[src/verilog/ppu_reg_pkg.sv]
// LCD register map and bit positions; OBP0, OBP1, WX, WY and DMA are not mapped and read as FF
`default_nettype none

package ppu_reg_pkg;

    // CPU visible register addresses
    localparam logic [15:0] addr_lcdc = 16'hff40;
    localparam logic [15:0] addr_stat = 16'hff41;
    localparam logic [15:0] addr_scy  = 16'hff42;
    localparam logic [15:0] addr_scx  = 16'hff43;
    localparam logic [15:0] addr_ly   = 16'hff44;  // read only
    localparam logic [15:0] addr_lyc  = 16'hff45;
    localparam logic [15:0] addr_bgp  = 16'hff47;  // stored, never applied to pixels

    // LCDC bits
    localparam int lcdc_enable    = 7;  // display on
    localparam int lcdc_tile_sel  = 4;  // 1: unsigned tiles at 8000
    localparam int lcdc_map_sel   = 3;  // 1: map at 9c00
    localparam int lcdc_bg_enable = 0;

    // STAT interrupt enables
    localparam int stat_coinc_irq_en  = 6;
    localparam int stat_oam_irq_en    = 5;
    localparam int stat_vblank_irq_en = 4;
    localparam int stat_hblank_irq_en = 3;

    localparam logic [7:0] unmapped_read = 8'hff;  // open bus value

endpackage

`default_nettype wire

[src/verilog/ppu_video_pkg.sv]
// line and frame timing of the LCD plus VRAM region bases; mode encoding matches STAT bits 1:0
`default_nettype none

package ppu_video_pkg;

    typedef enum logic [1:0] {
        mode_hblank   = 2'd0,
        mode_vblank   = 2'd1,
        mode_oam_scan = 2'd2,
        mode_draw     = 2'd3
    } lcd_mode_t;

    // one dot per clock
    localparam int dots_per_line   = 456;
    localparam int scan_dots       = 80;
    localparam int visible_lines   = 144;
    localparam int lines_per_frame = 154;
    localparam int line_pixels     = 160;

    // background maps, 32x32 tile entries each
    localparam logic [15:0] map_base_0 = 16'h9800;
    localparam logic [15:0] map_base_1 = 16'h9c00;

    // tile data, 16 bytes per tile
    localparam logic [15:0] tile_base_unsigned = 16'h8000;
    localparam logic [15:0] tile_base_signed   = 16'h9000;  // tile number -128..127 around it

endpackage

`default_nettype wire
[src/verilog/bg_fetcher.sv]
// background fetcher; reads map entry, low and high row per tile, one request in flight at a time
`timescale 1ns/1ps
`default_nettype none

module bg_fetcher #(
    parameter int vram_latency = 2  // 1 to 4 cycles from vram_rd to vram_data
) (
    input  logic        clk,
    input  logic        rst,
    input  logic [7:0]  lcdc,
    input  logic [7:0]  scx,
    input  logic [7:0]  scy,
    input  logic [7:0]  ly,
    input  logic        line_start,
    input  logic        line_done,
    input  logic        row_take,
    input  logic [7:0]  vram_data,
    output logic        vram_rd,
    output logic [15:0] vram_addr,
    output logic [7:0]  row_lo,
    output logic [7:0]  row_hi,
    output logic        row_full
);

    typedef enum logic [1:0] {
        ph_map = 2'd0,
        ph_lo  = 2'd1,
        ph_hi  = 2'd2
    } phase_t;

    phase_t      phase;      // read in flight or next to issue
    logic        active;
    logic        pending;
    logic [2:0]  wait_cnt;
    logic [4:0]  col;        // tile column within the line
    logic        go;
    logic        sample_now;
    logic        issue_map;
    logic [7:0]  y_sum;
    logic [4:0]  x_tile;
    logic [15:0] map_addr;
    logic [15:0] tile_base;
    logic [15:0] tile_off;
    logic [15:0] lo_addr;
    logic [7:0]  row_data;

    assign y_sum  = ly + scy;
    assign x_tile = scx[7:3] + col;  // wraps at 32 tiles

    assign map_addr = (lcdc[ppu_reg_pkg::lcdc_map_sel] ? ppu_video_pkg::map_base_1 :
                       ppu_video_pkg::map_base_0) + {6'd0, y_sum[7:3], x_tile};

    // tile number arrives on vram_data in the map sample cycle
    assign tile_base = lcdc[ppu_reg_pkg::lcdc_tile_sel] ? ppu_video_pkg::tile_base_unsigned :
                       ppu_video_pkg::tile_base_signed;
    assign tile_off  = lcdc[ppu_reg_pkg::lcdc_tile_sel] ? {4'd0, vram_data, 4'd0} :
                       {{4{vram_data[7]}}, vram_data, 4'd0};
    assign lo_addr   = tile_base + tile_off + {12'd0, y_sum[2:0], 1'b0};

    assign row_data   = lcdc[ppu_reg_pkg::lcdc_bg_enable] ? vram_data : 8'h00;
    assign go         = active && !line_done;
    assign sample_now = pending && (wait_cnt == 3'd0);
    // next tile may start in the cycle the shifter takes the row
    assign issue_map  = go && !pending && (phase == ph_map) && (!row_full || row_take);

    always_ff @(posedge clk) begin
        vram_rd <= 1'b0;
        if (rst || !lcdc[ppu_reg_pkg::lcdc_enable]) begin
            active   <= 1'b0;
            pending  <= 1'b0;
            wait_cnt <= 3'd0;
            phase    <= ph_map;
            col      <= 5'd0;
            row_full <= 1'b0;
        end else begin
            if (row_take)
                row_full <= 1'b0;
            if (line_start) begin
                active   <= 1'b1;
                phase    <= ph_map;
                col      <= 5'd0;
                row_full <= 1'b0;  // leftover from last line
            end else if (line_done) begin
                active <= 1'b0;
            end

            if (pending && wait_cnt != 3'd0)
                wait_cnt <= wait_cnt - 3'd1;

            if (sample_now) begin
                pending <= 1'b0;
                case (phase)
                    ph_map: begin
                        phase <= ph_lo;
                        if (go) begin
                            vram_rd   <= 1'b1;
                            vram_addr <= lo_addr;
                            pending   <= 1'b1;
                            wait_cnt  <= 3'(vram_latency);
                        end
                    end
                    ph_lo: begin
                        row_lo <= row_data;
                        phase  <= ph_hi;
                        if (go) begin
                            vram_rd   <= 1'b1;
                            vram_addr <= vram_addr + 16'd1;  // high byte follows low
                            pending   <= 1'b1;
                            wait_cnt  <= 3'(vram_latency);
                        end
                    end
                    default: begin
                        row_hi   <= row_data;
                        row_full <= active;
                        phase    <= ph_map;
                        col      <= col + 5'd1;
                    end
                endcase
            end else if (issue_map) begin
                vram_rd   <= 1'b1;
                vram_addr <= map_addr;
                pending   <= 1'b1;
                wait_cnt  <= 3'(vram_latency);
            end
        end
    end

    // the memory sees no second request until the data was sampled
    a_one_outstanding: assert property (@(posedge clk) disable iff (rst)
        vram_rd |=> !vram_rd [*vram_latency]);

endmodule

`default_nettype wire

[src/verilog/pixel_shifter.sv]
// background pixel shifter; emits raw 2-bit colour indices, palette is not applied
`timescale 1ns/1ps
`default_nettype none

module pixel_shifter (
    input  logic       clk,
    input  logic       rst,
    input  logic [7:0] scx,
    input  logic       line_start,
    input  logic [7:0] row_lo,
    input  logic [7:0] row_hi,
    input  logic       row_full,
    output logic       row_take,
    output logic       px_valid,
    output logic [1:0] px_color,
    output logic       line_done
);

    logic       active;
    logic [7:0] sh_lo;
    logic [7:0] sh_hi;
    logic [3:0] sh_cnt;    // pixels still held
    logic [2:0] drop_cnt;  // fine scroll pixels left to discard
    logic [7:0] px_cnt;
    logic       holding;

    assign holding   = (sh_cnt != 4'd0);
    assign row_take  = active && !holding && row_full;
    assign px_valid  = active && holding && (drop_cnt == 3'd0);
    assign px_color  = {sh_hi[7], sh_lo[7]};  // msb is leftmost pixel
    assign line_done = px_valid && (px_cnt == 8'(ppu_video_pkg::line_pixels - 1));

    always_ff @(posedge clk) begin
        if (rst) begin
            active   <= 1'b0;
            sh_cnt   <= 4'd0;
            drop_cnt <= 3'd0;
            px_cnt   <= 8'd0;
        end else if (line_start) begin
            active   <= 1'b1;
            sh_cnt   <= 4'd0;
            drop_cnt <= scx[2:0];
            px_cnt   <= 8'd0;
        end else if (active) begin
            if (row_take) begin
                sh_lo  <= row_lo;
                sh_hi  <= row_hi;
                sh_cnt <= 4'd8;
            end else if (holding) begin
                sh_lo  <= {sh_lo[6:0], 1'b0};
                sh_hi  <= {sh_hi[6:0], 1'b0};
                sh_cnt <= sh_cnt - 4'd1;
                if (drop_cnt != 3'd0)
                    drop_cnt <= drop_cnt - 3'd1;
                else
                    px_cnt <= px_cnt + 8'd1;
            end
            if (line_done)
                active <= 1'b0;
        end
    end

    // a loaded row is fully shifted out before the next load
    a_no_load_holding: assert property (@(posedge clk) disable iff (rst)
        row_take |=> !row_take [*8]);

endmodule

`default_nettype wire

[src/verilog/ppu_regs.sv]
// LCD register file; rd_data is combinational and reads FF when rd is low or the address is unmapped
`timescale 1ns/1ps
`default_nettype none

module ppu_regs (
    input  logic                     clk,
    input  logic                     rst,
    input  logic [15:0]              addr,
    input  logic                     wr,
    input  logic                     rd,
    input  logic [7:0]               wr_data,
    input  logic [7:0]               ly,
    input  ppu_video_pkg::lcd_mode_t mode,
    output logic [7:0]               rd_data,
    output logic [7:0]               lcdc,
    output logic [7:0]               scx,
    output logic [7:0]               scy,
    output logic                     irq_vblank,
    output logic                     irq_stat
);

    logic [6:3] stat_en;  // writable part of STAT
    logic [7:0] lyc;
    logic [7:0] bgp;
    logic       coinc;
    logic [7:0] stat;

    assign coinc = (ly == lyc);
    assign stat  = {1'b1, stat_en, coinc, mode};  // bit 7 always reads set

    always_ff @(posedge clk) begin
        if (rst) begin
            lcdc    <= 8'h00;
            stat_en <= 4'h0;
            scy     <= 8'h00;
            scx     <= 8'h00;
            lyc     <= 8'h00;
            bgp     <= 8'h00;
        end else if (wr) begin
            case (addr)
                ppu_reg_pkg::addr_lcdc: lcdc    <= wr_data;
                ppu_reg_pkg::addr_stat: stat_en <= wr_data[6:3];  // flags and mode stay live
                ppu_reg_pkg::addr_scy:  scy     <= wr_data;
                ppu_reg_pkg::addr_scx:  scx     <= wr_data;
                ppu_reg_pkg::addr_lyc:  lyc     <= wr_data;
                ppu_reg_pkg::addr_bgp:  bgp     <= wr_data;
                default: ;  // LY and unmapped writes dropped
            endcase
        end
    end

    always_comb begin
        rd_data = ppu_reg_pkg::unmapped_read;
        if (rd) begin
            case (addr)
                ppu_reg_pkg::addr_lcdc: rd_data = lcdc;
                ppu_reg_pkg::addr_stat: rd_data = stat;
                ppu_reg_pkg::addr_scy:  rd_data = scy;
                ppu_reg_pkg::addr_scx:  rd_data = scx;
                ppu_reg_pkg::addr_ly:   rd_data = ly;
                ppu_reg_pkg::addr_lyc:  rd_data = lyc;
                ppu_reg_pkg::addr_bgp:  rd_data = bgp;
                default:                rd_data = ppu_reg_pkg::unmapped_read;
            endcase
        end
    end

    assign irq_vblank = (mode == ppu_video_pkg::mode_vblank);

    // STAT line, quiet while the display is off
    assign irq_stat = lcdc[ppu_reg_pkg::lcdc_enable] && (
        (coinc && stat_en[ppu_reg_pkg::stat_coinc_irq_en]) ||
        (mode == ppu_video_pkg::mode_oam_scan && stat_en[ppu_reg_pkg::stat_oam_irq_en]) ||
        (mode == ppu_video_pkg::mode_vblank && stat_en[ppu_reg_pkg::stat_vblank_irq_en]) ||
        (mode == ppu_video_pkg::mode_hblank && stat_en[ppu_reg_pkg::stat_hblank_irq_en]));

    // the CPU bus never reads and writes in one cycle
    a_no_rd_wr: assert property (@(posedge clk) disable iff (rst) !(wr && rd));

endmodule

`default_nettype wire

[src/verilog/ppu_timing.sv]
// dot and line counters; dots advance every clock, draw length is set by line_done from the shifter
`timescale 1ns/1ps
`default_nettype none

module ppu_timing (
    input  logic                     clk,
    input  logic                     rst,
    input  logic [7:0]               lcdc,
    input  logic                     line_done,
    output logic [7:0]               ly,
    output ppu_video_pkg::lcd_mode_t mode,
    output logic                     line_start
);

    logic [8:0] dot;
    logic       lcd_on;
    logic       last_dot;

    assign lcd_on   = lcdc[ppu_reg_pkg::lcdc_enable];
    assign last_dot = (dot == 9'(ppu_video_pkg::dots_per_line - 1));

    always_ff @(posedge clk) begin
        if (rst || !lcd_on) begin
            dot        <= 9'd0;
            ly         <= 8'd0;
            mode       <= ppu_video_pkg::mode_oam_scan;
            line_start <= 1'b0;
        end else begin
            line_start <= 1'b0;
            if (last_dot) begin
                dot <= 9'd0;
                if (ly == 8'(ppu_video_pkg::lines_per_frame - 1)) begin
                    ly   <= 8'd0;  // frame wrap
                    mode <= ppu_video_pkg::mode_oam_scan;
                end else begin
                    ly   <= ly + 8'd1;
                    mode <= (ly < 8'(ppu_video_pkg::visible_lines - 1)) ?
                            ppu_video_pkg::mode_oam_scan : ppu_video_pkg::mode_vblank;
                end
            end else begin
                dot <= dot + 9'd1;
                case (mode)
                    ppu_video_pkg::mode_oam_scan: begin
                        if (dot == 9'(ppu_video_pkg::scan_dots - 1)) begin
                            mode       <= ppu_video_pkg::mode_draw;
                            line_start <= 1'b1;  // high during dot 80
                        end
                    end
                    ppu_video_pkg::mode_draw: begin
                        if (line_done)
                            mode <= ppu_video_pkg::mode_hblank;
                    end
                    default: ;  // hblank and vblank run to the end of line
                endcase
            end
        end
    end

    // the shifter finishes only while drawing
    a_done_in_draw: assert property (@(posedge clk) disable iff (rst || !lcd_on)
        line_done |-> mode == ppu_video_pkg::mode_draw);

    // fetch and shift must finish before the line ends
    a_draw_fits: assert property (@(posedge clk) disable iff (rst || !lcd_on)
        mode == ppu_video_pkg::mode_draw |-> !last_dot);

endmodule

`default_nettype wire

[src/verilog/ppu_top.sv]
// background-only PPU; no sprites, window or DMA, pixels leave as raw colour indices
`timescale 1ns/1ps
`default_nettype none

module ppu_top #(
    parameter int vram_latency = 2  // cycles from vram_rd to vram_data
) (
    input  logic        clk,
    input  logic        rst,
    input  logic [15:0] addr,
    input  logic        wr,
    input  logic        rd,
    input  logic [7:0]  wr_data,
    output logic [7:0]  rd_data,
    output logic        vram_rd,
    output logic [15:0] vram_addr,
    input  logic [7:0]  vram_data,
    output logic        px_valid,
    output logic [1:0]  px_color,
    output logic        irq_vblank,
    output logic        irq_stat
);

    logic [7:0]               lcdc;
    logic [7:0]               scx;
    logic [7:0]               scy;
    logic [7:0]               ly;
    ppu_video_pkg::lcd_mode_t mode;
    logic                     line_start;
    logic                     line_done;
    logic [7:0]               row_lo;
    logic [7:0]               row_hi;
    logic                     row_full;
    logic                     row_take;

    ppu_regs u_regs (
        .clk        (clk),
        .rst        (rst),
        .addr       (addr),
        .wr         (wr),
        .rd         (rd),
        .wr_data    (wr_data),
        .ly         (ly),
        .mode       (mode),
        .rd_data    (rd_data),
        .lcdc       (lcdc),
        .scx        (scx),
        .scy        (scy),
        .irq_vblank (irq_vblank),
        .irq_stat   (irq_stat)
    );

    ppu_timing u_timing (
        .clk        (clk),
        .rst        (rst),
        .lcdc       (lcdc),
        .line_done  (line_done),
        .ly         (ly),
        .mode       (mode),
        .line_start (line_start)
    );

    bg_fetcher #(
        .vram_latency (vram_latency)
    ) u_fetcher (
        .clk        (clk),
        .rst        (rst),
        .lcdc       (lcdc),
        .scx        (scx),
        .scy        (scy),
        .ly         (ly),
        .line_start (line_start),
        .line_done  (line_done),
        .row_take   (row_take),
        .vram_data  (vram_data),
        .vram_rd    (vram_rd),
        .vram_addr  (vram_addr),
        .row_lo     (row_lo),
        .row_hi     (row_hi),
        .row_full   (row_full)
    );

    pixel_shifter u_shifter (
        .clk        (clk),
        .rst        (rst || !lcdc[ppu_reg_pkg::lcdc_enable]),  // held clear with the display off
        .scx        (scx),
        .line_start (line_start),
        .row_lo     (row_lo),
        .row_hi     (row_hi),
        .row_full   (row_full),
        .row_take   (row_take),
        .px_valid   (px_valid),
        .px_color   (px_color),
        .line_done  (line_done)
    );

endmodule

`default_nettype wire

[config.mk]
export PLATFORM = sky130hd
export DESIGN_NAME = ppu_top
export DESIGN_NICKNAME = d
export VERILOG_FILES = /design/src/verilog/ppu_reg_pkg.sv /design/src/verilog/ppu_video_pkg.sv /design/src/verilog/bg_fetcher.sv /design/src/verilog/pixel_shifter.sv /design/src/verilog/ppu_regs.sv /design/src/verilog/ppu_timing.sv /design/src/verilog/ppu_top.sv
export SDC_FILE = /design/constraint.sdc
export NUM_CORES = 1
export LEC_CHECK = 0
export BUFFER_PORTS_ARGS = -buffer_cell sky130_fd_sc_hd__buf_4
export CORE_MARGIN = 5
export CORE_UTILIZATION = 54
export CTS_CLUSTER_DIAMETER = 100
export CTS_CLUSTER_SIZE = 16
export DETAILED_ROUTE_END_ITERATION = 10
export PLACE_DENSITY = 0.76
export SYNTH_ARGS = -nofsm -noshare
export SYNTH_HDL_FRONTEND = slang
export SYNTH_SLANG_ARGS = --single-unit
[constraint.sdc]
create_clock -name clk -period 2.3 [get_ports clk]
set_input_delay 0.115 -clock clk [delete_from_list [all_inputs] [get_ports clk]]
set_output_delay 0.115 -clock clk [all_outputs]
set_load 0.01 [all_outputs]
==> reports/results.tsv <==
stage	metric	value	unit
cts	path_clk_slew	60	ps
yosys	synth_edf_count	48	
finish	num-fill-cells	1042	
floorplan	placeableCoreArea	0.01314	mm2
worst_setup_path	timing.critical_path.slowest_stage_cell	sky130_fd_sc_hd__nor2_4	
worst_setup_path	worst_r2r_startpoint	u_shifter.sh_cnt[1]	
grt	largest_net_degree_at_the_start_of_global_routing	46	
route	detail_route.wl_per_cell	17.04	um
min_path	worstHoldPathCells	3	
yosys	synthDistinctLibCells	60	
yosys	adder_and_majority_gate_portion_of_the_synthesized_area	4.568	%
flow_run	drv.max_cap_violation_count	0	
cts	clk_latency	420	ps
grt	top_usage_layer	met2	
min_path	hold-path-endpoint	u_regs.stat_en[5]	
worst_setup_path	reg2regPathDepth	7	
yosys	post_synth_and_or_nand_nor_area_fraction	18.97	%
yosys	netlist_top_cells_area	sky130_fd_sc_hd__dfxtp_1 26%, sky130_fd_sc_hd__edfxtp_1 20%, sky130_fd_sc_hd__mux2i_1 6.7%, sky130_fd_sc_hd__nor2_1 6.0%, sky130_fd_sc_hd__ha_1 4.0%	
yosys	async_flop_share	0	%
sta	setup_total_negative_slack	0	ps
sta	layout_setup_ws	174.7	ps
floorplan	rows	42	
floorplan	die_width	125.3	um
grt	groute.layer.met1.usage	28.04	%
worst_setup_path	regToRegEndpoint	u_fetcher.vram_addr[15]	
worst_setup_path	setup.worst_path.class	flip-flop to flip-flop	
cts	ctsRootBufferMaster	sky130_fd_sc_hd__clkbuf_16	
finish	mostFrequentLayoutCell	sky130_fd_sc_hd__nor2_1	
grt	grt_pass1_wl	28110	um
yosys	syn-num-nets	790	
yosys	synthCells	729	
worst_setup_path	critical_path.max_fanout	16	
worst_setup_path	startpoint_type	flip-flop	
route	detail_route.drc_violations	0	
placed_design	place_ws	-58.59	ps
sta	worst_clock_skew	6.080	ps
min_path	min_path_type	input port to flip-flop	
power	vdd_ir_drop_max	0.0003908	V
yosys	synthesis.area_per_instance	9.843	um2
route	final_wirelength	16960	um
yosys	synth_top_family_by_area	simple AND/OR/NAND/NOR gates	
worst_setup_path	worst-endpoint-arrival	2190	ps
status	outcome	completed	
yosys	post_synth_mux_area_share	10.78	%
placed_design	dp_hpwl	12190	um
sta	worst_max_slew_pin_slew	683.6	ps
yosys	ys_ff_latch	142	
sta	max_freq	470.5	MHz
yosys	synth_compound_gate_area_share	9.486	%
finish	finalNetCount	867	
worst_setup_path	setup.reg_to_reg.worst_slack	170	ps
sta	unrepaired_setup_endpoints_after_global_routing	no	
yosys	synth.cell_area	0.007176	mm2
power	areal_power_density_over_the_cells	610.3	mW/mm2
worst_setup_path	crit_path_max_incr_delay	430	ps
sta	slew_headroom	54.26	%
cts	postCtsSetupRepairBufs	0	
cts	htree_num_levels	4	
finish	insertedDiodeCount	0	
yosys	synthDominantAreaCellType	sky130_fd_sc_hd__dfxtp_1	
finish	area.growth.synth_to_final	18.99	%
sta	timing.final.crit_share	92.40	%
floorplan	floorplan.initialDensity	54.62	%
sta	finalSetupViolCount	0	
grt	antenna_found_initial	0	
cts	number_of_buffers_created_by_cts	17	
floorplan	fp.dieH	125.3	um
sta	hold_viol_final	0	
route	initialDrtViolationCount	360	
cts	clock_sink_count	142	
yosys	synth.yosys.seq_area_share	46.31	%
cts	clock_path_buffers	2	
worst_setup_path	required	2360	ps
yosys	synth_top_area_share	26.22	%
floorplan	die_area	0.01569	mm2
placed_design	placed_cells_incl_taps	955	
placed_design	port_buffers	65	
worst_setup_path	ordered_cell_list_for_the_critical_path	inv_1 > ha_1 > nor3b_1 > buf_4 > a211o_1 > o2111ai_1 > nor2_4	
finish	fraction_of_layout_cells_with_a_size_suffix_above_1	19.54	%
worst_setup_path	critical_path.endpoint_type	flip-flop	
yosys	synthFlopType	sky130_fd_sc_hd__dfxtp_1	
yosys	yosys_warnings	0	
route	drt-pass1-iter-count	5	
route	routed_via_density	5.706	
grt	grt_remaining_overflow	0	
grt	first_global_vias	5703	
sta	final.min_clock_period	2125	ps
grt	globalRouteMet3Util	5.032	%
route	vias	5677	
grt	groute.usage.overall	21.92	%
placed_design	place.gp.congestion	0.9215	
cts	cts_tree	yes	
finish	mostFrequentLayoutCells	113 x sky130_fd_sc_hd__nor2_1, 94 x sky130_fd_sc_hd__dfxtp_1, 88 x sky130_fd_sc_hd__buf_4, 48 x sky130_fd_sc_hd__mux2i_1, 48 x sky130_fd_sc_hd__edfxtp_1	
power	cellLeakagePower	3.543	nW
floorplan	ios	66	
grt	global_route_met2_usage	36.41	%
min_path	hold_path.startpoint	wr	
sta	final-max-slew-violation-count	0	
yosys	synthXorXnorAreaFrac	7.079	%
route	antenna_violating_nets_post_route	0	
finish	final_cells	995	
## per-layer routing
metal | up-vias | wire length, um | part of all wire, %
met1 | 2698 | 7262 | 43
met4 | 0 | 310 | 1.8
met2 | 191 | 8334 | 49
met5 | - | 0 | 0
li1 | 2761 | - | -
met3 | 27 | 1051 | 6.2
## worst max-delay path by stage
stage                         endpoint                 from  slack [ps]  cells after the start
2_1_floorplan       u_shifter.sh_hi[1]  u_shifter.sh_cnt[0]          80                      7
3_3_place_gp   u_fetcher.vram_addr[14]  u_shifter.sh_cnt[0]         -20                      7
3_5_place_dp   u_fetcher.vram_addr[15]  u_shifter.sh_cnt[1]         -60                      7
4_1_cts                 u_timing.ly[0]      u_timing.dot[6]         120                      4
5_1_grt        u_fetcher.vram_addr[15]  u_shifter.sh_cnt[1]          30                      7
6_report       u_fetcher.vram_addr[15]  u_shifter.sh_cnt[1]         170                      7
## critical path, delay by kind of cell, from the launching register on
family                     cells  cell delay (ps)
AOI/OAI and AO/OA              2              300
adders and majority gates      1              150
DFF                            1              320
buffers and inverters          2              260
and+or+nand+nor                2              730
## cell type report
cell class	count	area [um2]	share of cell area (%)
Inverter	13	48.80	0.5715
Clock buffer	18	429.2	5.026
Sequential cell	142	3323	38.92
Clock inverter	14	111.4	1.304
Timing Repair Buffer	96	740.7	8.675
Multi-Input combinational cell	536	3665	42.92
Tap cell	176	220.2	2.579
## state kept, by name, indices dropped and copies added, names as in the netlist, 5 cells and up
name	cells
u_fetcher.row_lo	8
u_shifter.sh_lo	8
u_fetcher.row_hi	8
u_regs.scy	8
u_timing.ly	8
u_regs.scx	8
u_timing.dot	9
u_regs.lcdc	8
u_shifter.px_cnt	8
u_regs.bgp	8
u_regs.lyc	8
u_shifter.sh_hi	8
u_fetcher.col	5
u_fetcher.vram_addr	16
## synth_stat cells, types with 3 or more instances
library cell / instances
sky130_fd_sc_hd__mux2_2: 22
sky130_fd_sc_hd__a31oi_1: 4
sky130_fd_sc_hd__a22oi_1: 4
sky130_fd_sc_hd__edfxtp_1: 48
sky130_fd_sc_hd__a211o_1: 5
sky130_fd_sc_hd__nor3b_1: 3
sky130_fd_sc_hd__a211oi_1: 4
sky130_fd_sc_hd__a21o_1: 4
sky130_fd_sc_hd__mux2i_1: 48
sky130_fd_sc_hd__nor2_1: 115
sky130_fd_sc_hd__nand2b_1: 4
sky130_fd_sc_hd__nand4_1: 24
sky130_fd_sc_hd__nand3_2: 3
sky130_fd_sc_hd__o22ai_1: 9
sky130_fd_sc_hd__or3b_2: 3
sky130_fd_sc_hd__nor3_1: 6
sky130_fd_sc_hd__clkbuf_1: 32
sky130_fd_sc_hd__xnor2_1: 30
sky130_fd_sc_hd__inv_1: 13
sky130_fd_sc_hd__o21ai_0: 17
sky130_fd_sc_hd__o211ai_1: 6
sky130_fd_sc_hd__xor2_1: 28
sky130_fd_sc_hd__ha_1: 23
sky130_fd_sc_hd__dfxtp_1: 94
sky130_fd_sc_hd__and2_1: 12
sky130_fd_sc_hd__nor2b_1: 8
sky130_fd_sc_hd__nand3_1: 18
sky130_fd_sc_hd__and3_1: 17
sky130_fd_sc_hd__nand3b_1: 3
sky130_fd_sc_hd__nand2_1: 44
sky130_fd_sc_hd__a21oi_1: 37
## through the flow
stage / area [um2] / hold WS (ps) / total power, W / util, %
after floorplan: 7181 / 258.9 / 0.002680 / -
after global placement: 7909 / 393.0 / 0.002749 / 60.20
after detailed placement: 7909 / 405.9 / 0.002752 / 60.20
after CTS: 8534 / 1.736 / 0.005252 / 64.96
after global routing: 8538 / 31.53 / 0.005373 / 64.99
final: 8538 / 22.44 / 0.005211 / 64.99
## cells by family (layout without fill, tap and decap cells)
family	Yosys count	count (layout)
AND/OR/NAND/NOR	273	273
multiplexers	72	72
buffers and inverters	51	141
XOR/XNOR	58	58
flip-flops	142	142
adder cells (fa/ha/maj)	25	25
AO/OA/AOI/OAI	108	108
## report_power, final
group          leakage (nW)  total (W)   switching, W  internal, W
sequential             1.28    0.00258  0.00000000604      0.00258
clock                 0.260    0.00250        0.00111      0.00139
combinational          2.00   0.000135      0.0000734    0.0000616
total                  3.54    0.00521        0.00118      0.00403
## what timing repair did
item                       CTS  global route
setup endpoints to repair   16             5
gates cloned                 0             0
gates resized for setup      1             1
hold endpoints to repair    37             0
hold buffers                 8             0
Power figures use the tool's default switching activity.
